File: src/rtl/loader_pkg.sv
////////////////////////////////////////
// Serial loader shared types
////////////////////////////////////////

package loader_pkg;

    typedef logic [7:0] byte_t;

    // command bytes sent by the host
    typedef enum logic [7:0] {
        op_write = 8'h57,  // 'W'
        op_read  = 8'h52   // 'R'
    } opcode_e;

    typedef enum logic [2:0] {
        st_opcode,
        st_addr_hi,
        st_addr_lo,
        st_len,
        st_payload,
        st_wait      // command pending or read reply running
    } decode_state_e;

    typedef struct packed {
        opcode_e     opcode;
        logic [15:0] addr;
        byte_t       len;
    } cmd_t;

    typedef struct packed {
        logic        write;
        logic [15:0] addr;  // ram decodes the low bits only
        byte_t       data;
    } mem_req_t;

endpackage

File: src/rtl/loader_decode.sv
////////////////////////////////////////
// Command header parser
////////////////////////////////////////

module loader_decode (
    input  logic              clk,
    input  logic              reset,
    input  loader_pkg::byte_t rx_data,
    input  logic              rx_valid,
    output loader_pkg::cmd_t  cmd,
    output logic              cmd_valid,
    input  logic              cmd_ready,
    output loader_pkg::byte_t wr_data,
    output logic              wr_valid,
    input  logic              exec_busy
);
    import loader_pkg::*;

    decode_state_e state;
    byte_t         pay_cnt;   // payload bytes still to come
    logic          op_known;

    assign op_known = (cmd.opcode == op_write) || (cmd.opcode == op_read);

    always_ff @(posedge clk) begin
        if (reset) begin
            state     <= st_opcode;
            cmd_valid <= 1'b0;
            wr_valid  <= 1'b0;
            pay_cnt   <= '0;
        end else begin
            wr_valid <= 1'b0;
            case (state)
                st_opcode: begin
                    if (rx_valid) begin
                        cmd.opcode <= opcode_e'(rx_data);
                        state      <= st_addr_hi;
                    end
                end
                st_addr_hi: begin
                    if (rx_valid) begin
                        cmd.addr[15:8] <= rx_data;
                        state          <= st_addr_lo;
                    end
                end
                st_addr_lo: begin
                    if (rx_valid) begin
                        cmd.addr[7:0] <= rx_data;
                        state         <= st_len;
                    end
                end
                st_len: begin
                    if (rx_valid) begin
                        cmd.len <= rx_data;
                        pay_cnt <= rx_data;
                        if (op_known && rx_data != 8'd0) begin
                            cmd_valid <= 1'b1;
                            state     <= st_wait;
                        end else begin
                            state <= st_opcode;  // header dropped
                        end
                    end
                end
                st_wait: begin
                    if (cmd_valid) begin
                        if (cmd_ready) begin
                            cmd_valid <= 1'b0;
                            if (cmd.opcode == op_write) state <= st_payload;
                        end
                    end else if (!exec_busy) begin
                        state <= st_opcode;  // read reply done
                    end
                end
                st_payload: begin
                    if (rx_valid) begin
                        wr_data  <= rx_data;
                        wr_valid <= 1'b1;
                        pay_cnt  <= pay_cnt - 1'b1;
                        if (pay_cnt == 8'd1) state <= st_opcode;
                    end
                end
                default: state <= st_opcode;
            endcase
        end
    end

endmodule

File: config.mk
export PLATFORM = sky130hd
export DESIGN_NAME = loader_decode
export DESIGN_NICKNAME = d
export VERILOG_FILES = /design/src/rtl/loader_pkg.sv /design/src/rtl/loader_decode.sv
export SDC_FILE = /design/constraint.sdc
export NUM_CORES = 1
export LEC_CHECK = 0
export ABC_CLOCK_PERIOD_IN_PS = 4240
export BUFFER_PORTS_ARGS = -buffer_cell sky130_fd_sc_hd__buf_4
export CAP_MARGIN = 10
export CORE_MARGIN = 5
export CORE_UTILIZATION = 50
export DETAILED_ROUTE_END_ITERATION = 10
export PLACE_DENSITY = 0.76
export SYNTH_ARGS = -nofsm -noshare
export SYNTH_HDL_FRONTEND = slang
export SYNTH_SLANG_ARGS = --single-unit
File: constraint.sdc
create_clock -name clk -period 4.24 [get_ports clk]
set_input_delay 0.424 -clock clk [delete_from_list [all_inputs] [get_ports clk]]
set_output_delay 0.424 -clock clk [all_outputs]
set_load 0.03 [all_outputs]
==> metrics <==
adder-cell share of the synthesized area=1.18%; XOR/XNOR share of the synthesized area=0.825%; CP max-delay cell=nor3_1; post-synthesis sequential area ratio=68.9%; leakage=0.934 nW; final period utilization=57.1%; Post-CTS Setup Repair Bufs=0; drt initial violations=136; DP Wirelength=3.62 mm; routed len/inst=18.8 um; Synth area leader=edfxtp_1; pwr/cell area=369 nW/um^2; Post-Synthesis Cells=156; Ys Warns=0; first-pass GRT wire length=7.80 mm; initial core utilization=52.3%; CTS resizes=0; synthesized cell area=2120 sq um; vias=1490; CTS tree=yes; Post-Route WL=4.92 mm; Yosys reg bits=53; capture point of the worst path=wr_data[7]; Seq. cell area=1460 sq um; Buf/Inv on CP=0; Die Ht=75.1 um; area grow syn2layout=25.0%; post-synthesis mux area share=1.00%; status=finished clean; largest net degree at the start of global routing=19; row count=23; Netlist cell types=39; hold_buf cts=0; synthesized area per cell=13.6 sq um; maximum clock rate=413 MHz; most frequent cells in the layout=buf_4 (54), edfxtp_1 (40), dfxtp_1 (13); deepest clock path buffer count=2; GRT Util Overall=18.5%; post-route setup TNS=0 ns; fraction of registers with async set/reset=0%; r2r worst-path depth=2; HP Class=input port to flop; layout cells sized above 1=33.5%; EDFF count, synth=40; die area=5650 sq um; Multi-input gate area=586 sq um; worst reg-to-reg setup slack=1.82 ns; GRT overflow=0; core area=4060 sq um; Worst IR Drop VDD=0.265 mV; slew margin rel.=29.8%; post-synth top area share=56.6%; vias in the first global route=1487; commonest non-fill, non-tap cell in the layout=buf_4; Port Buffers=54; number of fill cells=288; Max Slew Vio Count=0; ANT nets after route=0; diodes inserted=0; CTS Root Buffer Type=clkbuf_8; initial antenna violation count=0; Compound-Gate Fraction of Synth Area=11.0%; delay-heaviest family, CP=simple AND/OR/NAND/NOR gates; Final Critical Period=2.42 ns; CP Class=flop to flop; width of the die=75.1 um; max_cap viols=0; # DRC=0; simple-gate share of the synthesized area=13.6%; slowest cell delay on critical path=0.86 ns; top cells by area, synth=edfxtp_1 (57%), dfxtp_1 (12%), a21oi_1 (2.4%); crit path DAT=2.35 ns; Clock Skew=0.00356 ns; Sink Count=53; RSZ-0062 raised after global routing=false; Crit. End Element=flop; Final Net Count=226; clk slew on worst S/H paths=0.09 ns; Slew @ Worst Pin=1.05 ns; router iterations before antenna repair=4; total power=0.979 mW; worst skew pair latency=0.30 ns; main combinational cell family by area after synthesis=simple AND/OR/NAND/NOR gates; critical path peak fanout=18; cell chain of the critical path=or3b_1, nor3_1; Worst Path Required=4.17 ns; H-tree levels=2; post-synth net total=171; drt via density=5.69; worst setup path startpoint=state[2]; io pins=55; CP startpoint kind=flop; RR Endpoint=wr_data[7]; Placer Congestion=0.861; CTS Buf Count=5; RR Startpoint=state[2]; Final Hold Fails=0; Critical Path Stages=2; final setup fails=0; Main synth FF type=edfxtp_1
==> report_power, final <==
part           total (mW)  internal, mW  switching [mW]  leakage [nW]
registers           0.575         0.567         0.00810         0.468
clock network       0.338         0.177           0.161        0.0543
logic              0.0652        0.0236          0.0416         0.412
total               0.979         0.768           0.211         0.934
==> registers in the layout (all words and copies together), names as in the netlist <==
| register | cells |
|---|---|
| wr_data | 8 |
| cmd | 32 |
| cmd_valid | 1 |
| wr_valid | 1 |
| state | 3 |
| pay_cnt | 8 |
==> worst min-delay path by stage <==
stage,start,endpoint,slack [ns],cells past startpoint
6_report,rx_data[7],cmd[23],0.36,1
5_1_grt,rx_data[7],cmd[15],0.36,1
4_1_cts,rx_data[7],cmd[7],0.36,1
3_5_place_dp,pay_cnt[3],pay_cnt[3],0.50,2
3_3_place_gp,pay_cnt[3],pay_cnt[3],0.49,2
2_1_floorplan,pay_cnt[3],pay_cnt[3],0.47,2
==> Yosys cell counts (2+ instances only) <==
library cell,number
dfxtp_1,13
o21a_1,2
inv_1,6
nand4_1,4
a31oi_1,2
nand2b_1,3
and2_2,2
nor3b_1,3
nand3_1,3
xor2_1,2
o31ai_1,2
buf_6,2
nor2_1,11
nor4_1,3
nor3_1,8
buf_4,4
a21oi_1,10
o21ai_0,7
ha_1,2
edfxtp_1,40
a211oi_1,3
nand2_1,7
==> cell families after synthesis <==
group / Yosys count
compound gates: 34
xor+xnor: 2
fa+ha+maj: 2
buf+inv: 12
flops: 53
mux: 2
simple gates: 51
==> cell type report <==
class,count,share of cell area [%]
Clock buffer,5,2.59
Clock inverter,3,1.75
Inverter,6,0.849
Multi-Input combinational cell,91,22.1
Sequential cell,53,55.1
Tap cell,50,2.36
Timing Repair Buffer,54,15.3
==> worst register-to-register path: cells and delay by family, from the launching register on <==
family,cells,cell delay (ns)
DFF,1,0.52
and+or+nand+nor,2,1.52
==> per-stage QoR <==
step	hold slack, ns	util [%]	cells	setup slack [ns]	cell area (sq um)
floorplan	0.470	-	156	2.16	2120
CTS	0.358	65.4	262	1.80	2650
detailed placement	0.499	62.5	254	1.82	2540
finish	0.359	65.4	262	1.82	2650
global route	0.362	65.4	262	1.67	2650
global placement	0.490	62.5	254	1.95	2540
==> layer usage <==
metal | track usage, % | vias up | routed length (um) | part of all wire [%]
met5 | 0 | - | 0 | 0
met4 | 3.69 | 0 | 31 | 0.63
met3 | 3.34 | 4 | 481 | 9.8
met2 | 31.7 | 83 | 2460 | 50
met1 | 24.8 | 701 | 1940 | 40
li1 | - | 702 | - | -
Power figures use the tool's default switching activity.
