**src/rtl/loader_pkg.sv**
```systemverilog
////////////////////////////////////////
// Serial loader shared types
////////////////////////////////////////

package loader_pkg;

    typedef logic [7:0] byte_t;

    // command bytes sent by the host
    typedef enum logic [7:0] {
        op_write = 8'h57,  // 'W'
        op_read  = 8'h52   // 'R'
    } opcode_e;

    typedef enum logic [2:0] {
        st_opcode,
        st_addr_hi,
        st_addr_lo,
        st_len,
        st_payload,
        st_wait      // command pending or read reply running
    } decode_state_e;

    typedef struct packed {
        opcode_e     opcode;
        logic [15:0] addr;
        byte_t       len;
    } cmd_t;

    typedef struct packed {
        logic        write;
        logic [15:0] addr;  // ram decodes the low bits only
        byte_t       data;
    } mem_req_t;

endpackage

```
**src/rtl/loader_result.sv**
```systemverilog
////////////////////////////////////////
// Read reply buffer
////////////////////////////////////////

module loader_result (
    input  logic              clk,
    input  logic              reset,
    input  loader_pkg::byte_t rd_data,
    input  logic              rd_valid,
    output logic              rd_ready,
    output loader_pkg::byte_t tx_data,
    output logic              tx_start,
    input  logic              tx_busy
);

    logic full;

    assign rd_ready = !full;
    assign tx_start = full && !tx_busy;

    always_ff @(posedge clk) begin
        if (reset) begin
            full <= 1'b0;
        end else if (tx_start) begin
            full <= 1'b0;  // slot freed as the frame starts
        end else if (rd_valid) begin
            full <= 1'b1;
        end
    end

    always_ff @(posedge clk) begin
        if (rd_valid && rd_ready) tx_data <= rd_data;
    end

endmodule

```
**config.mk**
```make
export PLATFORM = sky130hd
export DESIGN_NAME = loader_result
export DESIGN_NICKNAME = d
export VERILOG_FILES = /design/src/rtl/loader_pkg.sv /design/src/rtl/loader_result.sv
export SDC_FILE = /design/constraint.sdc
export NUM_CORES = 1
export LEC_CHECK = 0
export BUFFER_PORTS_ARGS = -buffer_cell sky130_fd_sc_hd__clkbuf_2
export CORE_AREA = 2 2 39 41
export DETAILED_ROUTE_END_ITERATION = 7
export DIE_AREA = 0 0 41 43
export SYNTH_ARGS = -nofsm -noshare
export SYNTH_HDL_FRONTEND = slang
export SYNTH_SLANG_ARGS = --single-unit
```
**constraint.sdc**
```tcl
create_clock -name clk -period 0.8 [get_ports clk]
set_input_delay 0.08 -clock clk [delete_from_list [all_inputs] [get_ports clk]]
set_output_delay 0.08 -clock clk [all_outputs]
set_load 0.02 [all_outputs]
```
==> out/metrics.csv, run 1 <==
stage,metric,value,unit
sta,clock skew after layout,0.000727,ns
routing,antenna-violating nets left,0,
critical_path,CP required,0.72,ns
power,pwr dens,1880,nW/um^2
sta,Max Clk Rate,1010,MHz
clock_tree,clk sinks,9,
logic_synthesis,number of flops mapped to enable cells by yosys,8,
critical_path,WP data arrival,0.91,ns
power,Reg power frac,51.9,%
sta,unrepaired setup endpoints after global routing,true,
critical_path,CP max-delay cell,dfxtp_2,
clock_tree,H-Tree Depth,1,
logic_synthesis,Yosys cell types,6,
grt,initial antenna violation count,0,
finish,share of cells above drive strength 1,66.7,%
routing,Detailed Routing Iterations Pass 1,4,
outcome,outcome,"complete, but fails checks",
sta,Worst Slack Setup Final,-0.188,ns
grt,pin count of the biggest net entering global routing,9,
power,Clk pwr share,30.9,%
clock_tree,CTS Buf Count,3,
critical_path,R2R Setup Slk,-0.13,ns
logic_synthesis,Yosys reg bits,9,
routing,Starting DRT DRC Count,3,
routing,vias,227,
power,Static Leakage,0.249,nW
logic_synthesis,Synth top cells by count,"edfxtp_1 (8), nor2_1 (2)",
place,Placed Cells,52,
grt,grt total ovfl,0,
routing,final WL,590,um
finish,"Design Area, Final",572,sq um
finish,ANT cells,0,
power,Combinational Power Share,17.2,%
grt,number of global-route vias before repair,207,
logic_synthesis,cell count after synthesis,14,
floorplan,I/O Pins,22,
min_path,Hold Path Class,input port to register,
clock_tree,"Clk Latency, worst-skew pair",0.25,ns
logic_synthesis,Synth area leader,edfxtp_1,
outcome,failing checks,negative setup slack,
sta,Max-Slew Margin vs Limit,87.8,%
sta,Final period util,124,%
critical_path,critical path class,register to primary output,
floorplan,DIE HEIGHT,43,um
floorplan,Horiz. Die Dim,41,um
critical_path,critical path buffer and inverter count,3,
power,Sw Share,21.9,%
critical_path,worst path cell trace,buf_6 -> inv_4 -> nor2_4 -> buf_8,
finish,Syn-to-layout area delta,97.0,%
critical_path,CP max FO,2,
power,P_int,0.839,mW
place,number of port buffers,21,
sta,"Setup violations, final",19,
floorplan,starting density of the core,21.0,%
clock_tree,clk buf depth,2,
grt,first-pass GRT wire length,883,um
critical_path,CP Capture Type,primary output,
logic_synthesis,most instantiated library cell after synthesis,edfxtp_1,
critical_path,CP top delay family,flip-flops,
logic_synthesis,Main synth FF type,edfxtp_1,
floorplan,Die Area,1760,sq um
logic_synthesis,Avg Synthesized Cell Area,20.7,sq um
sta,fin crit period,0.988,ns
finish,fin cells,61,
logic_synthesis,Mapped Area,290,sq um
clock_tree,CTS tree,built,
grt,Overall Global Routing Usage,8.26,%
place,dpl cell area,427,sq um
logic_synthesis,sequential area share after synthesis,89.7,%
logic_synthesis,top cell type's share of synthesized area,82.8,%
routing,DR WL met3,88,um
critical_path,Worst setup SP type,register,
clock_tree,"Reg clk slew, reported paths",0.06,ns
sta,"Slew Viols, Final",0,
routing,Max Used Layer,met3,
logic_synthesis,"Net Count, Synth",26,
job,number of max-cap violations,0,
finish,NumNets Final,58,
routing,M1 WL,274,um
logic_synthesis,"top cells by area, synth","edfxtp_1 (83%), dfxtp_1 (6.9%), mux2i_1 (3.4%)",
place,gpl congestion,0.597,
power,VDD IR max,0.645,mV
sta,Least-Margin Pin Slew,0.182,ns
routing,metal2 WL,227,um
critical_path,Slowest Stage Delay on Critical Path,0.33,ns
clock_tree,Clk Tree Root Cell,clkbuf_4,
routing,drt via density,3.72,
routing,routed length per placed instance,9.67,um
power,NetSw,0.235,mW
floorplan,Row Count,14,
floorplan,Core ar.,1380,sq um
logic_synthesis,Syn. warnings,0,
logic_synthesis,asr flop ratio synth,0,%
sta,Final Hold Fails,0,
place,setup slack after placement,-0.118,ns
routing,DRC,0,
==> metrics by stage <==
stage          power, mW  hold slack (ns)  setup TNS, ns  utilization (%)
2_1_floorplan      0.623            0.145         -0.764                -
3_3_place_gp       0.684            0.233         -0.843             30.8
3_5_place_dp       0.687            0.234         -0.947             30.8
4_1_cts             1.05          0.00354          -1.99             36.5
5_1_grt             1.13         0.000854          -2.46             41.3
6_report            1.07           0.0111          -1.80             41.3
==> sequential cells by signal (all words and copies together), names as in the netlist <==
register,count
full,1
tx_data,8
==> kinds of logic (layout without fill, tap and decap cells) <==
family / after synthesis / after routing / synth area share (%)
buffers and inverters: 1 / 32 / 1.29
flip-flops: 9 / 9 / 89.7
multiplexers: 1 / 1 / 3.45
AND/OR/NAND/NOR: 3 / 3 / 5.60
==> layer usage <==
layer,vias to the layer above,GRT usage [%]
li1,112,-
met1,93,10.8
met2,22,9.06
met3,0,5.76
met4,0,6.00
met5,-,0
==> placed cells by master, fill, tap and decap left out, drive strengths merged <==
cell type,instances
dlygate4sd3,4
mux2i,1
buf,12
nor2,2
and2b,1
dfxtp,1
clkbuf,15
edfxtp,8
inv,1
==> final cells by class <==
type / count / area, sq um
Inverter: 1 / 6.26
Sequential cell: 9 / 262
Tap cell: 16 / 20.0
Timing Repair Buffer: 27 / 224
Multi-Input combinational cell: 4 / 33.8
Clock buffer: 4 / 26.3
Fill cell: 136 / 812
==> power by group through the flow <==
stage / Combinational (mW) / Clock [mW] / Sequential (mW)
after floorplan: 0.0280 / 0 / 0.595
after global placement: 0.121 / 0 / 0.563
after detailed placement: 0.124 / 0 / 0.563
after CTS: 0.149 / 0.346 / 0.554
after global routing: 0.199 / 0.373 / 0.559
final: 0.185 / 0.332 / 0.557
==> final timing paths <==
kind              startpoint    endpoint  depth (start not counted)
hold / removal    rd_data[5]  tx_data[5]                          1
hold reg to reg         full        full                          4
setup reg to reg        full  tx_data[4]                          1
setup / recovery        full    tx_start                          4
==> timing repair <==
item                       4_1_cts  5_1_grt
setup buffers                    1        0
setup endpoints to repair       18       19
hold buffers                     3        1
resized for setup                5       27
pin swaps                        1        0
hold endpoints to repair         3        1
Note: power is estimated with default switching activity, not from simulation.
==> run 2, diff against run 1 <==
Settings changed: SKIP_CTS_REPAIR_TIMING set to 1.
==> run 2 against run 1 <==
Against the previous run:
- clock power about the same
- wire length rose by 1.0%
- the flow still finishes with violations (negative setup slack)
- cell area fell by 3.1%
- largest power group unchanged
==> out/metrics.csv, run 2 (synthesis gave the netlist of run 1 again) <==
stage,metric,value,unit,change
outcome,outcome,"complete, but fails checks",,
outcome,failing checks,negative setup slack,,
sta,fin crit period,0.981,ns,-0.00691 ns
grt,number of global-route vias before repair,180,,-13%
sta,clock skew after layout,0.000645,ns,-0.0000820 ns
place,gpl congestion,0.597,,unchanged
sta,Max-Slew Margin vs Limit,88.2,%,+0.38 points
sta,Final period util,123,%,-0.86 points
critical_path,CP required,0.72,ns,about the same
min_path,Hold Crit Depth,1,,unchanged
routing,antenna-violating nets left,0,,unchanged
min_path,Worst Hold Launch,rd_data[2],,
sta,Least-Margin Pin Slew,0.177,ns,-0.00563 ns
grt,grt total ovfl,0,,unchanged
clock_tree,clk sinks,9,,unchanged
finish,Top Registers,"tx_data x8, full x1",,
finish,NumNets Final,57,,-1.7%
sta,Max Clk Rate,1020,MHz,+0.71%
power,VDD IR max,0.648,mV,+0.44%
critical_path,Worst R2R End,tx_data[4],,
routing,final WL,596,um,+1.0%
sta,final setup TNS,-1.76,ns,+0.0417 ns
floorplan,Core ar.,1380,sq um,unchanged
critical_path,CP max FO,2,,unchanged
clock_tree,"Clk Latency, worst-skew pair",0.25,ns,about the same
critical_path,CP max-delay cell,dfxtp_2,,
power,Static Leakage,0.240,nW,-3.7%
sta,Final Hold Fails,0,,unchanged
critical_path,CP Capture Type,primary output,,
grt,pin count of the biggest net entering global routing,9,,unchanged
power,pwr dens,1920,nW/um^2,+2.0%
routing,routed length per placed instance,9.93,um,+2.7%
finish,"commonest non-fill, non-tap cells in the layout","clkbuf_2 (11), buf_6 (9), edfxtp_1 (8), dlygate4sd3_1 (4), clkbuf_4 (3)",,
grt,initial antenna violation count,0,,unchanged
sta,"Slew Viols, Final",0,,unchanged
routing,Starting DRT DRC Count,1,,-2
finish,"commonest non-fill, non-tap cell in the layout",clkbuf_2,,
floorplan,starting density of the core,21.0,%,unchanged
floorplan,DIE HEIGHT,43,um,unchanged
floorplan,Row Count,14,,unchanged
critical_path,WP data arrival,0.90,ns,about the same
critical_path,critical path class,register to primary output,,
finish,share of cells above drive strength 1,65.9,%,-0.76 points
power,total power,1.06,mW,-1.1%
floorplan,Horiz. Die Dim,41,um,unchanged
job,number of max-cap violations,0,,unchanged
sta,unrepaired setup endpoints after global routing,true,,
finish,Syn-to-layout area delta,90.9,%,
critical_path,R2R Setup Slk,-0.13,ns,about the same
finish,ANT cells,0,,unchanged
critical_path,worst path cell trace,buf_6 -> inv_4 -> nor2_4 -> buf_6,,
clock_tree,H-Tree Depth,1,,unchanged
grt,first-pass GRT wire length,779,um,-12%
sta,Worst Slack Setup Final,-0.181,ns,+0.00691 ns
place,number of port buffers,21,,unchanged
routing,drt via density,3.77,,+1.2%
clock_tree,Clk Tree Root Cell,clkbuf_4,,
critical_path,"Top cell by count, worst path",buf_6,,
clock_tree,CTS tree,built,,
clock_tree,CTS Buf Count,3,,unchanged
clock_tree,clk buf depth,2,,unchanged
finish,Largest register FFs,8,,unchanged
critical_path,Slowest Stage Delay on Critical Path,0.33,ns,about the same
clock_tree,"Reg clk slew, reported paths",0.06,ns,about the same
routing,Detailed Routing Iterations Pass 1,2,,-2
routing,DRC,0,,unchanged
floorplan,I/O Pins,22,,unchanged
routing,vias,226,,-0.44%
critical_path,reg2reg path depth,1,,unchanged
min_path,Hold EP,tx_data[2],,
critical_path,RR Startpoint,full,,
min_path,Hold Path Class,input port to register,,
finish,"Most flops, register",tx_data,,
floorplan,Die Area,1760,sq um,unchanged
grt,Overall Global Routing Usage,7.44,%,-0.82 points
critical_path,Worst setup SP type,register,,
sta,"Setup violations, final",18,,-1
## run 2: cell type report
cell class,count,area (sq um)
flip-flops and latches,9,262
well taps,16,20.0
multi-input cells,4,33.8
repair buffers,26,206
clock buffers,4,26.3
inverters,1,6.26
fillers,134,830
## run 2: metal layers
layer  vias up  part of all wire [%]  wire length, um  track usage, %
li1        111                     -                -               -
met1        93                    46              272            10.5
met2        22                    39              234            6.56
met3         0                    15               89            6.28
met4         0                     0                0            6.00
met5         -                     0                0               0
## run 2: critical path, delay by kind of cell, from the launching register on
family / cells / cell delay [ns]
flops: 1 / 0.33
buf+inv: 3 / 0.25
simple gates: 1 / 0.07
## run 2: through the flow
step	std cells	area, sq um	utilization, %	worst slack [ns]	hold slack [ns]
finish	60	554	40.1	-0.181	0.0112
global route	60	554	40.1	-0.223	0.000854
CTS	56	453	32.7	-0.267	-0.0367
detailed placement	52	427	30.8	-0.118	0.234
global placement	52	427	30.8	-0.105	0.233
floorplan	14	294	-	-0.0954	0.145
## run 2: worst max-delay path by stage
stage	from	to	slack [ns]	depth (start not counted)
2_1_floorplan	full	tx_data[0]	-0.1	1
3_3_place_gp	full	tx_data[3]	-0.11	1
3_5_place_dp	full	tx_data[4]	-0.12	1
4_1_cts	full	tx_start	-0.27	4
5_1_grt	full	tx_start	-0.22	4
6_report	full	tx_start	-0.18	4
## run 2: power breakdown
| part | total, mW | internal [mW] | leakage, nW | switching, mW |
|---|---|---|---|---|
| logic | 0.173 | 0.0923 | 0.140 | 0.0806 |
| registers | 0.557 | 0.546 | 0.0853 | 0.0112 |
| clock network | 0.333 | 0.191 | 0.0150 | 0.142 |
| total | 1.06 | 0.829 | 0.240 | 0.233 |
