`src/rtl/loader_pkg.sv`:
```
////////////////////////////////////////
// Serial loader shared types
////////////////////////////////////////

package loader_pkg;

    typedef logic [7:0] byte_t;

    // command bytes sent by the host
    typedef enum logic [7:0] {
        op_write = 8'h57,  // 'W'
        op_read  = 8'h52   // 'R'
    } opcode_e;

    typedef enum logic [2:0] {
        st_opcode,
        st_addr_hi,
        st_addr_lo,
        st_len,
        st_payload,
        st_wait      // command pending or read reply running
    } decode_state_e;

    typedef struct packed {
        opcode_e     opcode;
        logic [15:0] addr;
        byte_t       len;
    } cmd_t;

    typedef struct packed {
        logic        write;
        logic [15:0] addr;  // ram decodes the low bits only
        byte_t       data;
    } mem_req_t;

endpackage

```
`src/rtl/uart_rx.sv`:
```
////////////////////////////////////////
// UART receiver, 8N1
////////////////////////////////////////

module uart_rx #(
    parameter int clks_per_bit = 16
) (
    input  logic              clk,
    input  logic              reset,
    input  logic              rx,
    output loader_pkg::byte_t rx_data,
    output logic              rx_valid
);
    import loader_pkg::*;

    localparam int cnt_w = $clog2(clks_per_bit);

    typedef enum logic [1:0] {rx_idle, rx_start_bit, rx_bits, rx_stop_bit} rx_state_e;

    rx_state_e        state;
    logic             rx_meta;
    logic             rx_sync;
    logic [cnt_w-1:0] baud_cnt;
    logic [2:0]       bit_idx;
    byte_t            shift;

    always_ff @(posedge clk) begin
        if (reset) begin
            rx_meta  <= 1'b1;
            rx_sync  <= 1'b1;
            state    <= rx_idle;
            baud_cnt <= '0;
            bit_idx  <= '0;
            rx_valid <= 1'b0;
        end else begin
            rx_meta  <= rx;
            rx_sync  <= rx_meta;
            rx_valid <= 1'b0;
            baud_cnt <= baud_cnt + 1'b1;
            case (state)
                rx_idle: begin
                    baud_cnt <= '0;
                    if (!rx_sync) state <= rx_start_bit;  // falling edge
                end
                rx_start_bit: begin
                    if (baud_cnt == cnt_w'(clks_per_bit / 2 - 1)) begin
                        baud_cnt <= '0;
                        bit_idx  <= '0;
                        state    <= rx_sync ? rx_idle : rx_bits;  // glitch check
                    end
                end
                rx_bits: begin
                    if (baud_cnt == cnt_w'(clks_per_bit - 1)) begin
                        baud_cnt <= '0;
                        shift    <= {rx_sync, shift[7:1]};  // lsb first
                        bit_idx  <= bit_idx + 1'b1;
                        if (bit_idx == 3'd7) state <= rx_stop_bit;
                    end
                end
                default: begin
                    if (baud_cnt == cnt_w'(clks_per_bit - 1)) begin
                        if (rx_sync) begin
                            rx_data  <= shift;
                            rx_valid <= 1'b1;
                        end
                        state <= rx_idle;  // bad stop bit drops the byte
                    end
                end
            endcase
        end
    end

endmodule

```
`config.mk`:
```
export PLATFORM = sky130hd
export DESIGN_NAME = uart_rx
export DESIGN_NICKNAME = d
export VERILOG_FILES = /design/src/rtl/loader_pkg.sv /design/src/rtl/uart_rx.sv
export SDC_FILE = /design/constraint.sdc
export NUM_CORES = 1
export LEC_CHECK = 0
export BUFFER_PORTS_ARGS = -buffer_cell sky130_fd_sc_hd__buf_4
export CAP_MARGIN = 5
export CORE_MARGIN = 2
export CORE_UTILIZATION = 55
export DETAILED_ROUTE_END_ITERATION = 6
export GPL_TIMING_DRIVEN = 0
export HOLD_SLACK_MARGIN = 0.1
export PLACE_DENSITY = 0.75
export SLEW_MARGIN = 30
export SYNTH_ARGS = -nofsm -noshare
export SYNTH_HDL_FRONTEND = slang
export SYNTH_SLANG_ARGS = --single-unit
```
`constraint.sdc`:
```
create_clock -name clk -period 1.94 [get_ports clk]
set_input_delay 0.388 -clock clk [delete_from_list [all_inputs] [get_ports clk]]
set_output_delay 0.388 -clock clk [all_outputs]
set_load 0.05 [all_outputs]
```
==> flow_summary.json, run 1 <==
{
  "status": "completed",
  "vias": 669,
  "synth_area_per_cell_um2": 13.32,
  "h-tree-depth": 1,
  "required_ns": 2.15,
  "finalMaxSlewViolations": 0,
  "place.gp.congestion": 0.7603,
  "synthesis.area_um2": 1132,
  "cpLargestDelayFamily": "flip-flops",
  "postCtsSetupRepairBufs": 0,
  "drt-total-wl_um": 1716,
  "ir_worst_vdd_uv": 613.7,
  "drcViolationCount": 0,
  "clock_latency_ns": 0.31,
  "p_leak_nw": 0.4930,
  "grt_usage_pct": 15.73,
  "holdPathStages": 2,
  "worst-slew-pin-transition_ns": 0.4870,
  "cts.repair.resized": 0,
  "port_buffers": 11,
  "end_kind": "flop",
  "maxSlewHeadroom_pct": 67.54,
  "drt.antenna.violating_nets": 0,
  "core_um2": 1942,
  "initial_core_util_pct": 58.31,
  "crit_path_max_fanout": 10,
  "grt_pass1_vias": 644,
  "setup_viol": 0,
  "hp-class": "input pin to flop",
  "worstRegToRegCells": 7,
  "p_per_area_nw_per_um2": 949.6,
  "rows": 16,
  "drive_above_1_share_pct": 24.00,
  "clock_sinks": 28,
  "path_depth": 7,
  "path_buf_inv": 2,
  "yosys_register_bits": 28,
  "fp.dieH_um": 49.38,
  "chipWidth_um": 49.38,
  "rsz0062_at_grt": "false",
  "dp_hpwl_um": 1232,
  "drt-pass1-iter-count": 4,
  "cap_violations": 0,
  "fin_crit_ns": 1.681,
  "numCtsBuffers": 3,
  "synth_nets": 95,
  "viasPerCell": 5.268,
  "synth.distinct_cells": 29,
  "finalPower_w": 0.001236,
  "die_area_um2": 2438,
  "syn_inst": 85,
  "wire_per_inst_um": 13.51,
  "place_area_um2": 1249,
  "cts_hold_buf": 0,
  "fin_crit_sh_pct": 86.64,
  "final_nets": 111,
  "clock-root-buffer": "clkbuf_4",
  "start_kind": "flop",
  "cts_buffer_depth": 2,
  "yosys.area.top_type": "edfxtp_1",
  "synth_top_area_share_pct": 42.43,
  "crit_type": "flop to flop",
  "antenna_found_initial": 0,
  "grt_start_max_net_pins": 17,
  "whs_ns": 0.2489,
  "setup-tns-final_ns": 0,
  "arrival_ns": 1.89,
  "overflow": 0,
  "clk_transition_reported_paths_ns": 0.13,
  "drtIter0Drc": 19,
  "antenna_cells": 0,
  "ys_seq_area_share_pct": 63.65,
  "skew_ns": 0.0007722,
  "final_cell_mix": "edfxtp_1, dfxtp_1, nor2_1, buf_4, ha_1",
  "fmax_ghz": 0.5950,
  "synth_area_leaders": "edfxtp_1, dfxtp_1, ha_1",
  "io_pins": 12,
  "path_cells": "inv_1 > ha_1 > buf_6 > mux2_4 > o22ai_2 > and4_1 > o32ai_2",
  "yosysWarnings": 0,
  "syn2layout_area_growth_pct": 14.92,
  "layout_commonest_cell": "edfxtp_1",
  "max_stage_delay_ns": 0.40,
  "finalHoldViolCount": 0,
  "post-route-cell-area_um2": 1301,
  "grt_pass1_wl_um": 2801,
  "crit_path_top_delay_cell": "dfxtp_1",
  "cts_tree": "built"
}
==> through the flow <==
stage                     util (%)  instances  worst slack (ns)
after floorplan                  -         85            0.3998
after global placement       64.30        123            0.2383
after detailed placement     64.30        123            0.1991
after CTS                    67.01        127            0.2530
after global routing         67.01        127            0.1051
final                        67.01        127            0.2592
==> worst reg2reg max path, cell delays in order (launching register included) <==
cell and delay, ns:
dfxtp_1 0.40, inv_1 0.10, ha_1 0.21, buf_6 0.14
mux2_4 0.27, o22ai_2 0.15, and4_1 0.24, o32ai_2 0.07
==> cells by family (layout without fill, tap and decap cells) <==
logic type,Yosys count,after routing,share of synthesized area [%]
mux,2,2,2.210
xor+xnor,1,1,0.7736
flops,28,28,63.65
compound gates,9,9,7.956
fa+ha+maj,7,7,7.734
buf+inv,6,21,2.651
simple gates,32,32,15.03
==> cell type report <==
type                            instances  area (um2)
Sequential cell                        28       720.7
Fill cell                             141       640.6
Multi-Input combinational cell         51       381.6
Timing Repair Buffer                   11       82.58
Tap cell                               27       33.78
Clock inverter                          1       30.03
Clock buffer                            3       22.52
Buffer                                  2       15.01
Inverter                                4       15.01
==> path summary, 6_finish.rpt <==
| path | start | to | slack [ns] |
|---|---|---|---|
| worst min register to register | rx_meta | rx_sync | 0.42 |
| worst min-delay path | rx | rx_meta | 0.25 |
| worst max-delay path | state[0] | state[1] | 0.26 |
| worst max register to register | state[0] | state[1] | 0.26 |
==> registers in the layout, summed over array words and instances (netlist names) <==
register / cells
rx_meta: 1
shift: 8
bit_idx: 3
rx_valid: 1
rx_data: 8
rx_sync: 1
baud_cnt: 4
state: 2
==> cells in the mapped netlist (all sizes together) <==
master / n
nor3b: 1
and2: 3
and3b: 1
nand3: 4
nor2: 11
dfxtp: 12
nor3: 2
nand2: 3
or3: 1
buf: 1
or2: 2
and4: 1
mux2i: 1
edfxtp: 16
a311o: 1
o22ai: 1
nor4: 2
inv: 4
a211oi: 1
o21ai: 1
ha: 7
clkbuf: 1
xor2: 1
mux2: 1
o41ai: 1
and3: 1
o32ai: 1
a22oi: 3
==> metal layers <==
layer	global-route usage, %	share of wire (%)	wire length [um]
met1	16.90	42	715
met2	29.73	53	916
met3	2.761	3.3	56
met4	6.944	1.6	27
met5	0	0	0
==> where the power goes <==
group          internal, W  total (W)  leakage, nW  switching [W]
combinational    0.0000896   0.000214        0.224       0.000125
sequential        0.000640   0.000657        0.241      0.0000164
clock             0.000209   0.000365       0.0279       0.000156
No activity file was read; power rests on OpenSTA's default activity.
==> run 2, diff against run 1 <==
Settings changed: CORE_UTILIZATION 55 to 59, CTS_BUF_LIST set to sky130_fd_sc_hd__clkbuf_8, GPL_ROUTABILITY_DRIVEN set to 0, PLACE_DENSITY 0.75 to 0.8.
==> run 2 against run 1 <==
Via count down 1.0%. Setup slack better by 0.0056 ns. Total power up 6.0%. Register-to-register slack about the same. Sequential share of layout area down 0.68 points. Flip-flop and latch count unchanged. Critical path type unchanged. Fmax up 0.33%. Final area up 1.2%. Global-route usage up 2.2 points. Combinational power about the same. Sequential power about the same. Largest power group unchanged. Utilization up 7.7 points.
==> flow_summary.json, run 2 (same netlist as run 1, synthesis figures left out) <==
{
  "combinationalPowerShare_pct": 16.5,
  "cts.repair.resized": 0,
  "io_pins": 12,
  "final_util_pct": 74.68,
  "drcViolationCount": 0,
  "drt.antenna.violating_nets": 0,
  "syn2layout_area_growth_pct": 16.35,
  "largest_registers": "rx_data (8), shift (8), baud_cnt (4)",
  "final_cell_mix": "edfxtp_1, dfxtp_1, nor2_1, buf_4, ha_1",
  "dp_hpwl_um": 1174,
  "pwr-share-seq_pct": 50.1,
  "setup_viol": 0,
  "post-route-cell-area_um2": 1318,
  "core_um2": 1764,
  "setup_slack_ns": 0.2648,
  "clock-root-buffer": "clkbuf_8",
  "postCtsSetupRepairBufs": 0,
  "clock_sinks": 28,
  "setup-tns-final_ns": 0,
  "p_leak_nw": 0.5008,
  "cap_violations": 0,
  "place_area_um2": 1246,
  "cts_buffer_depth": 2,
  "fp.dieH_um": 47.81,
  "clockPowerShare_pct": 33.4,
  "wl_met2_um": 879,
  "intPower_w": 0.001006,
  "grt_start_max_net_pins": 17,
  "finalHoldViolCount": 0,
  "regArea_um2": 720.7,
  "p_per_area_nw_per_um2": 994.3,
  "skew_ns": 0.001758,
  "post_layout_nonfiller_instances": 125,
  "crit_path_max_fanout": 10,
  "rows": 15,
  "ir_worst_vdd_uv": 566.8,
  "hp-class": "input pin to flop",
  "drt-total-wl_um": 1666,
  "final_nets": 111,
  "grt_pass1_wl_um": 2753,
  "status": "completed",
  "drtIter0Drc": 2,
  "rsz0062_at_grt": "false",
  "layout_commonest_cell": "edfxtp_1",
  "clk_transition_reported_paths_ns": 0.09,
  "clock_latency_ns": 0.26,
  "drt-pass1-iter-count": 2,
  "start_kind": "flop",
  "viasPerCell": 5.296,
  "die_area_um2": 2286,
  "dp_cells": 121,
  "fin_crit_ns": 1.675,
  "worst-slew-pin-transition_ns": 0.4619,
  "vias": 662,
  "initial_core_util_pct": 64.18,
  "cts_hold_buf": 0,
  "numCtsBuffers": 3,
  "antenna_found_initial": 0,
  "overflow": 0,
  "grt_pass1_vias": 634,
  "m1WireLength_um": 702,
  "antenna_cells": 0,
  "maxSlewHeadroom_pct": 69.21,
  "grt_usage_pct": 17.95,
  "required_ns": 2.08,
  "num-fill-cells": 137,
  "finalMaxSlewViolations": 0,
  "h-tree-depth": 1,
  "end_kind": "flop",
  "met3WireLength_um": 61,
  "switching_share_pct": 23.23,
  "multi_input_area_um2": 381.6,
  "arrival_ns": 1.82,
  "port_buffers": 11,
  "routed.top_layer": "met4",
  "fmax_ghz": 0.5970,
  "dp_slack_ns": 0.2216,
  "cts_tree": "built",
  "wire_per_inst_um": 13.33,
  "chipWidth_um": 47.81,
  "crit_type": "flop to flop",
  "p_sw_w": 0.0003043,
  "drive_above_1_share_pct": 24.00,
  "fin_crit_sh_pct": 86.35
}
[run 2: cell counts in the layout (fill, tap and decap cells not counted)]
No cell type changed its count.
[run 2: metrics by stage]
step	power (W)	hold WS, ns
6_report	0.001310	0.3004
5_1_grt	0.001371	0.2926
4_1_cts	0.001319	0.2986
3_5_place_dp	0.0008779	0.4122
3_3_place_gp	0.0008734	0.3918
2_1_floorplan	0.0008406	0.3895
[run 2: power by group through the flow]
stage / Clock [W] / Combinational [W] / Sequential, W
after detailed placement: 0 / 0.000208 / 0.000670
after CTS: 0.000447 / 0.000215 / 0.000657
after floorplan: 0 / 0.000174 / 0.000666
after global routing: 0.000464 / 0.000248 / 0.000659
after global placement: 0 / 0.000204 / 0.000670
final: 0.000438 / 0.000216 / 0.000656
[run 2: per-layer routing]
| layer | GRT usage (%) | vias up |
|---|---|---|
| li1 | - | 338 |
| met4 | 6.486 | 0 |
| met2 | 32.27 | 15 |
| met1 | 21.23 | 305 |
| met3 | 3.396 | 4 |
| met5 | 0 | - |
[run 2: worst paths after layout]
path                  from        to  slack (ns)  cells past startpoint
setup / recovery  state[0]  state[1]        0.26                      7
hold / removal          rx   rx_meta        0.30                      2
setup reg to reg  state[0]  state[1]        0.26                      7
hold reg to reg    rx_meta   rx_sync        0.43                      1
[run 2: critical path, cell delays in order (launching register included)]
cell     delay [ns]
dfxtp_1        0.38
inv_1          0.10
ha_1           0.21
buf_6          0.14
mux2_4         0.27
o22ai_2        0.14
and4_1         0.24
o32ai_2        0.07
[run 2: cell type report]
type	instances	share of cell area (%)
multi-input combinational	51	28.96
clock buffer	3	3.134
tap	25	2.374
sequential	28	54.70
timing repair buffer	11	6.268
inverter	4	1.140
clock inverter	1	2.279
buffer	2	1.140
