[config.mk]
export PLATFORM = sky130hd
export DESIGN_NAME = loader_execute
export DESIGN_NICKNAME = d
export VERILOG_FILES = /design/src/rtl/loader_pkg.sv /design/src/rtl/loader_execute.sv
export SDC_FILE = /design/constraint.sdc
export NUM_CORES = 1
export LEC_CHECK = 0
export BUFFER_PORTS_ARGS = -buffer_cell sky130_fd_sc_hd__buf_2
export CORE_ASPECT_RATIO = 1.5
export CORE_UTILIZATION = 30
export DETAILED_ROUTE_END_ITERATION = 12
export PLACE_DENSITY = 0.63
export SLEW_MARGIN = 5
export SYNTH_ARGS = -nofsm -noshare
export SYNTH_HDL_FRONTEND = slang
export SYNTH_SLANG_ARGS = --single-unit
[constraint.sdc]
create_clock -name clk -period 5 [get_ports clk]
set_input_delay 0 -clock clk [delete_from_list [all_inputs] [get_ports clk]]
set_output_delay 0 -clock clk [all_outputs]
set_load 0.05 [all_outputs]
[src/rtl/loader_pkg.sv]
////////////////////////////////////////
// Serial loader shared types
////////////////////////////////////////

package loader_pkg;

    typedef logic [7:0] byte_t;

    // command bytes sent by the host
    typedef enum logic [7:0] {
        op_write = 8'h57,  // 'W'
        op_read  = 8'h52   // 'R'
    } opcode_e;

    typedef enum logic [2:0] {
        st_opcode,
        st_addr_hi,
        st_addr_lo,
        st_len,
        st_payload,
        st_wait      // command pending or read reply running
    } decode_state_e;

    typedef struct packed {
        opcode_e     opcode;
        logic [15:0] addr;
        byte_t       len;
    } cmd_t;

    typedef struct packed {
        logic        write;
        logic [15:0] addr;  // ram decodes the low bits only
        byte_t       data;
    } mem_req_t;

endpackage

[src/rtl/loader_execute.sv]
////////////////////////////////////////
// Memory access sequencer
////////////////////////////////////////

module loader_execute #(
    parameter int addr_width = 10
) (
    input  logic                 clk,
    input  logic                 reset,
    input  loader_pkg::cmd_t     cmd,
    input  logic                 cmd_valid,
    output logic                 cmd_ready,
    input  loader_pkg::byte_t    wr_data,
    input  logic                 wr_valid,
    output logic                 exec_busy,
    output loader_pkg::mem_req_t mem_req,
    output logic                 mem_en,
    input  loader_pkg::byte_t    mem_rdata,
    output loader_pkg::byte_t    rd_data,
    output logic                 rd_valid,
    input  logic                 rd_ready
);
    import loader_pkg::*;

    typedef enum logic [2:0] {
        ex_idle,
        ex_write,
        ex_rd_mem,      // ram read in progress
        ex_rd_capture,
        ex_rd_hold      // waiting for result to take the byte
    } exec_state_e;

    exec_state_e           state;
    logic [addr_width-1:0] addr_ptr;   // wraps inside the ram
    byte_t                 remaining;

    assign cmd_ready = (state == ex_idle);
    assign exec_busy = (state != ex_idle);

    always_ff @(posedge clk) begin
        if (reset) begin
            state     <= ex_idle;
            mem_en    <= 1'b0;
            rd_valid  <= 1'b0;
            addr_ptr  <= '0;
            remaining <= '0;
        end else begin
            mem_en <= 1'b0;
            case (state)
                ex_idle: begin
                    remaining <= cmd.len;
                    if (cmd_valid && cmd.opcode == op_read) begin
                        mem_en   <= 1'b1;
                        mem_req  <= '{write: 1'b0, addr: cmd.addr, data: '0};
                        addr_ptr <= cmd.addr[addr_width-1:0] + 1'b1;
                        state    <= ex_rd_mem;
                    end else if (cmd_valid) begin
                        addr_ptr <= cmd.addr[addr_width-1:0];
                        state    <= ex_write;
                    end
                end
                ex_write: begin
                    if (wr_valid) begin
                        mem_en    <= 1'b1;
                        mem_req   <= '{write: 1'b1, addr: 16'(addr_ptr), data: wr_data};
                        addr_ptr  <= addr_ptr + 1'b1;
                        remaining <= remaining - 1'b1;
                        if (remaining == 8'd1) state <= ex_idle;
                    end
                end
                ex_rd_mem: state <= ex_rd_capture;
                ex_rd_capture: begin
                    rd_data  <= mem_rdata;
                    rd_valid <= 1'b1;
                    state    <= ex_rd_hold;
                end
                default: begin
                    if (rd_ready) begin
                        rd_valid  <= 1'b0;
                        remaining <= remaining - 1'b1;
                        if (remaining == 8'd1) begin
                            state <= ex_idle;
                        end else begin
                            mem_en   <= 1'b1;  // next byte
                            mem_req  <= '{write: 1'b0, addr: 16'(addr_ptr), data: '0};
                            addr_ptr <= addr_ptr + 1'b1;
                            state    <= ex_rd_mem;
                        end
                    end
                end
            endcase
        end
    end

endmodule

==> results of run 1 <==
==> kinds of logic (layout without fill, tap and decap cells) <==
| logic type | Yosys count | count (layout) |
|---|---|---|
| XOR/XNOR | 5 | 5 |
| buffers and inverters | 24 | 122 |
| multiplexers | 1 | 1 |
| AND/OR/NAND/NOR | 134 | 134 |
| adder cells (fa/ha/maj) | 4 | 4 |
| flip-flops | 56 | 56 |
| AO/OA/AOI/OAI | 67 | 67 |
==> layout make-up <==
cell class                 instances  share of cell area [%]
clock inverter                     3                   0.714
tap                              112                    3.81
clock buffer                       5                    3.40
multi-input combinational        211                    35.4
sequential                        56                    39.4
timing repair buffer             105                    16.3
inverter                           9                   0.918
==> layout by cell type, fill, tap and decap left out, types with 2 or more instances in the layout <==
master	count
nand2b_1	2
nand2_1	42
buf_4	2
o31a_1	3
o21ai_0	11
a21oi_1	16
o31ai_1	2
a31oi_1	4
nor2_1	23
nand4_1	5
xnor2_1	3
a211oi_1	3
dfxtp_1	23
or4_2	2
a22o_1	3
dlygate4sd3_1	14
nand3_1	11
o221a_2	2
nor4_1	6
ha_1	4
and3_1	12
o21ai_2	3
and2_1	8
buf_2	89
edfxtp_1	33
a22oi_1	4
nor3_1	8
xor2_1	2
clkinv_4	2
clkbuf_16	5
a2bb2oi_1	3
or3b_2	2
or3_1	3
inv_1	9
==> worst min path at each step <==
| stage | slack (ns) | startpoint | depth (start not counted) | to |
|---|---|---|---|---|
| after floorplan | 0.1 | mem_rdata[0] | 0 | rd_data[0] |
| after detailed placement | 0.18 | mem_rdata[2] | 1 | rd_data[2] |
| after CTS | 0.002 | cmd[17] | 3 | mem_req[17] |
| after global placement | 0.18 | mem_rdata[5] | 1 | rd_data[5] |
| final | 0.006 | wr_data[5] | 2 | mem_req[5] |
| after global routing | 0.002 | wr_data[5] | 2 | mem_req[5] |
==> registers in the layout, summed over array words and instances (netlist names) <==
register and cells:
mem_req 25, mem_en 1, addr_ptr 10, rd_data 8, state 3, rd_valid 1
remaining 8
==> stage by stage <==
stage                     utilization, %  hold slack (ns)  total power, mW  setup WS (ns)  cell area [um^2]
after floorplan                        -           0.0989            0.682          0.649              2860
after global placement              36.6            0.177            0.735           2.09              3390
after detailed placement            36.6            0.179            0.741           2.00              3390
after CTS                           39.8          0.00197             1.12           1.99              3680
after global routing                39.8          0.00223             1.15           1.73              3680
final                               39.8          0.00628             1.10           1.96              3680
==> power groups by stage <==
stage	sequential [mW]	combinational, mW	clock (mW)
2_1_floorplan	0.569	0.113	0
6_report	0.535	0.204	0.363
4_1_cts	0.534	0.205	0.377
3_5_place_dp	0.545	0.196	0
5_1_grt	0.538	0.226	0.389
3_3_place_gp	0.544	0.191	0
==> repair_timing <==
item,4_1_cts,5_1_grt
endpoints found under the setup margin,0,0
endpoints found under the hold margin,14,0
hold buffers,14,0
==> metal layers <==
metal	up-vias	global-route usage, %
met5	-	0
met4	0	6.36
met2	85	28.6
met1	1208	16.9
met3	10	3.16
li1	1276	-
==> results.yml, run 1 <==
synthesis:
  synth_compound_area_share_pct: 17.5
  syn_area_mm2: 0.00286
  synth_mux_area_share_pct: 0.350
  yosysTopAreaCellShare_pct: 34.7
  synth_common_cells: "42 x nand2_1, 33 x edfxtp_1, 23 x dfxtp_1, 23 x nor2_1, 16 x a21oi_1"
  syn_avg_cell_area_um2: 9.82
  syn_inst: 291
  yosys_most_used_dff: "edfxtp_1"
  synthArstFlopShare_pct: 0
  yosys-top-cells-area: "edfxtp_1 35%, dfxtp_1 16%, nand2_1 5.5%"
  synth-seq-area-share_pct: 50.8
  synth_cell_types: 56
  ys_warn_count: 0
  synth-edff-count: 33
  synth_top_family_by_area: "simple AND/OR/NAND/NOR gates"
  yosys.area_share.adder_pct: 1.75
  synthSimpleGateAreaFrac_pct: 24.2
  yosys.area_share.xor_xnor_pct: 1.53
  ys_seq_elements: 56
  synth_area_leader_cell: "edfxtp_1"
  synth_nets: 348
  synth_most_common_cell: "nand2_1"
power:
  power.density_mw_per_mm2: 300
  p_int_uw: 783
  ir_worst_vdd_uv: 178
  seqPwrFrac_pct: 48.5
  power_leakage_nw: 1.51
  clkPwrFrac_pct: 33.0
  p_comb_share_pct: 18.5
  swShare_pct: 29.0
  power.switching_uw: 319
critical_path:
  rr_endpoint: "addr_ptr[4]"
  start_kind: "flop"
  crit_slowest_cell: "or3_1"
  crit_path_start: "state[0]"
  cp.arrival_ns: 3.27
  r2r_cells: 5
  critPathTopFamily: "simple AND/OR/NAND/NOR gates"
  path_cells: "or3_1 > inv_1 > buf_4 > or4_2 > a31oi_1"
  r2r-start: "state[0]"
  slowest_delay_ns: 0.67
  criticalPathCategory: "reg -> reg"
  r2r_setup_slack_ns: 1.96
  critPathCapture: "addr_ptr[4]"
  crit_fanout: 33
  required_ns: 5.23
  crit_path_end_kind: "flop"
  cp.depth: 5
  cp_num_buf_inv: 2
global_route:
  grt_max_degree: 34
  overflow: 0
  grt_pass1_vias: 2544
  grt_first_pass_wirelength_um: 11800
  grt_usage_pct: 15.6
  antenna_found_initial: 0
detailed_routing:
  dr.first_iter.drc_count: 182
  wl_per_cell_um: 14.5
  ant_nets: 0
  route.detailed.drc: 0
  wl_um: 7290
  avgViaCountPerCell: 5.15
  wl_met2_um: 3820
  dr_total_vias: 2579
  routed.top_layer: "met4"
  wl_met3_um: 455
  dr.pass1.iters: 4
  met1_length_um: 2840
timing:
  fin_crit_sh_pct: 60.7
  fmax_mhz: 329
  finalHoldViolCount: 0
  tns_ns: 0
  finClkSkew_ns: 0.00655
  slew_violations: 0
  worst_slew_pin_slew_ns: 0.891
  maxSlewHeadroom_pct: 40.4
  rsz0062_at_grt: "false"
  min_period_ns: 3.04
  setup_viol: 0
cts:
  post_cts_buffers: 0
  cts_sinks: 56
  clk_latency_ns: 0.30
  cts_root_buf: "clkbuf_16"
  clkTransAtPathRegs_ns: 0.08
  cts_buffers: 5
  cts_buffer_depth: 2
  cts_tree: "yes"
  postCtsResizedCells: 0
  h-tree-depth: 2
floorplan:
  die-area_mm2: 0.00992
  start_util_pct: 30.9
  die_y_um: 122
  core-area_mm2: 0.00925
  die_x_um: 81.7
  rows: 43
  io_pins: 90
final_layout:
  syn_to_final_growth_pct: 28.8
  fin_nets: 445
  diodes: 0
  drive_gt1_share_pct: 30.6
  final_cells: 501
  seq_area_mm2: 0.00145
  multi_input_area_mm2: 0.00130
  nFillCells: 944
placement:
  dp.cells: 479
  place_hpwl_um: 5390
  gp_congestion: 0.778
  port_buffers: 89
outcome:
  status: "finished clean"
flow_run:
  drv_cap: 0
min_path:
  hp-class: "in -> reg"
(Power assumes the default switching activity.)
==> inputs of run 2 (changes only) <==
- clock period: 5 -> 2.5 ns (I/O delays scaled with it)
==> results.yml, run 2 (synthesis results as in run 1) <==
critical_path:
  crit_path_start: "remaining[1]"
  slowest_delay_ns: 0.50
  critPathCapture: "addr_ptr[5]"
  cp.arrival_ns: 2.41
  r2r_cells: 7
  r2r_setup_slack_ns: 0.25
  crit_path_end_kind: "flop"
  required_ns: 2.66
  rr_endpoint: "addr_ptr[5]"
  path_cells: "inv_1 > ha_1 > or3b_2 > or2_4 > a32oi_4 > a2bb2oi_1 > a211oi_2"
  start_kind: "flop"
  r2r-start: "remaining[1]"
  criticalPathCategory: "reg -> reg"
  crit_slowest_cell: "a32oi_4"
  crit_fanout: 14
floorplan:
  rows: 43
  die_y_um: 122
  core-area_mm2: 0.00925
  die-area_mm2: 0.00992
  io_pins: 90
  start_util_pct: 30.9
  die_x_um: 81.7
global_route:
  grt_first_pass_wirelength_um: 12000
  grt_pass1_vias: 2544
  overflow: 0
  grt_max_degree: 26
  grt_usage_pct: 16.1
  antenna_found_initial: 0
final_layout:
  final_common_cell: "buf_2"
  mostFrequentLayoutCells: "89 x buf_2, 42 x nand2_1, 33 x edfxtp_1, 23 x nor2_1, 23 x dfxtp_1"
  final_area_mm2: 0.00376
  final_cells: 509
  largestRegisters: "mem_req: 25 flops, addr_ptr: 10 flops"
  drive_gt1_share_pct: 31.7
  regMostFlops: "mem_req"
  largest_reg_flops: 25
  diodes: 0
  syn_to_final_growth_pct: 31.5
  fin_nets: 453
timing:
  rsz0062_at_grt: "false"
  setup_viol: 0
  tns_ns: 0
  min_period_ns: 2.25
  slew_violations: 0
  maxSlewHeadroom_pct: 55.4
  finalHoldViolCount: 0
  fin_crit_sh_pct: 90.2
  fin_ws_ns: 0.245
  fmax_mhz: 443
  worst_slew_pin_slew_ns: 0.663
  finClkSkew_ns: 0.00422
flow_run:
  drv_cap: 0
detailed_routing:
  dr_total_vias: 2644
  ant_nets: 0
  wl_per_cell_um: 14.7
  wl_um: 7500
  dr.first_iter.drc_count: 174
  route.detailed.drc: 0
  dr.pass1.iters: 4
  avgViaCountPerCell: 5.19
cts:
  clkTransAtPathRegs_ns: 0.07
  postCtsResizedCells: 0
  cts_buffers: 5
  clk_latency_ns: 0.30
  h-tree-depth: 2
  cts_buffer_depth: 2
  cts_root_buf: "clkbuf_16"
  cts_sinks: 56
  cts_tree: "yes"
placement:
  placed_cell_area_mm2: 0.00345
  preCtsSetupSlack_ns: 0.265
  place_hpwl_um: 5530
  dp.cells: 486
  gp_congestion: 0.793
  port_buffers: 89
min_path:
  hp-start: "wr_data[4]"
  hp-class: "in -> reg"
power:
  power.density_mw_per_mm2: 590
  ir_worst_vdd_uv: 257
  power_leakage_nw: 1.55
  p_total_mw: 2.22
outcome:
  status: "finished clean"
[run 2: cell types whose count changed in the layout (fill, tap and decap cells not counted), sizes merged]
cell         change
clkinv           -1
buf              +7
dlygate4sd3      +1
clkinvlp         +1
[run 2: critical path: cells and delay by family, from the launching register on]
family / cells / cell delay (ns)
compound gates: 3 / 0.82
flops: 1 / 0.32
buf+inv: 1 / 0.09
fa+ha+maj: 1 / 0.15
simple gates: 2 / 0.72
[run 2: power by group]
part           total, mW  internal, mW  switching [mW]
logic              0.421         0.167           0.253
registers           1.07          1.03          0.0395
clock network      0.727         0.381           0.346
[run 2: stage by stage]
stage	hold slack, ns	utilization (%)
finish	0.00707	40.6
global route	0.00395	40.6
CTS	0.000372	40.6
detailed placement	0.178	37.3
global placement	0.177	37.3
floorplan	0.0989	-
[run 2: cell type report]
| type | instances | area (um^2) |
|---|---|---|
| repair buffers | 113 | 663 |
| clock inverters | 3 | 27.5 |
| inverters | 9 | 33.8 |
| well taps | 112 | 140 |
| flip-flops and latches | 56 | 1450 |
| clock buffers | 5 | 125 |
| fillers | 957 | 5500 |
| multi-input cells | 211 | 1320 |
[run 2: how the worst min path moves through the flow]
stage | end | slack (ns) | depth (start not counted)
finish | mem_req[4] | 0.007 | 2
global route | mem_req[3] | 0.004 | 2
CTS | mem_req[0] | 0.0004 | 2
detailed placement | rd_data[3] | 0.18 | 1
global placement | rd_data[0] | 0.18 | 1
floorplan | rd_data[0] | 0.1 | 0
[run 2: repair_timing]
item	4_1_cts	5_1_grt
endpoints found under the setup margin	0	0
hold buffers	15	0
hold endpoints to repair	15	0
buffers inserted	0	0
[run 2: per-layer routing]
layer	routed length [um]	global-route usage (%)	up-vias	part of all wire, %
met1	2780	17.0	1260	37
li1	-	-	1295	-
met2	4110	29.5	74	55
met4	273	8.88	0	3.6
met5	0	0	-	0
met3	339	2.33	15	4.5
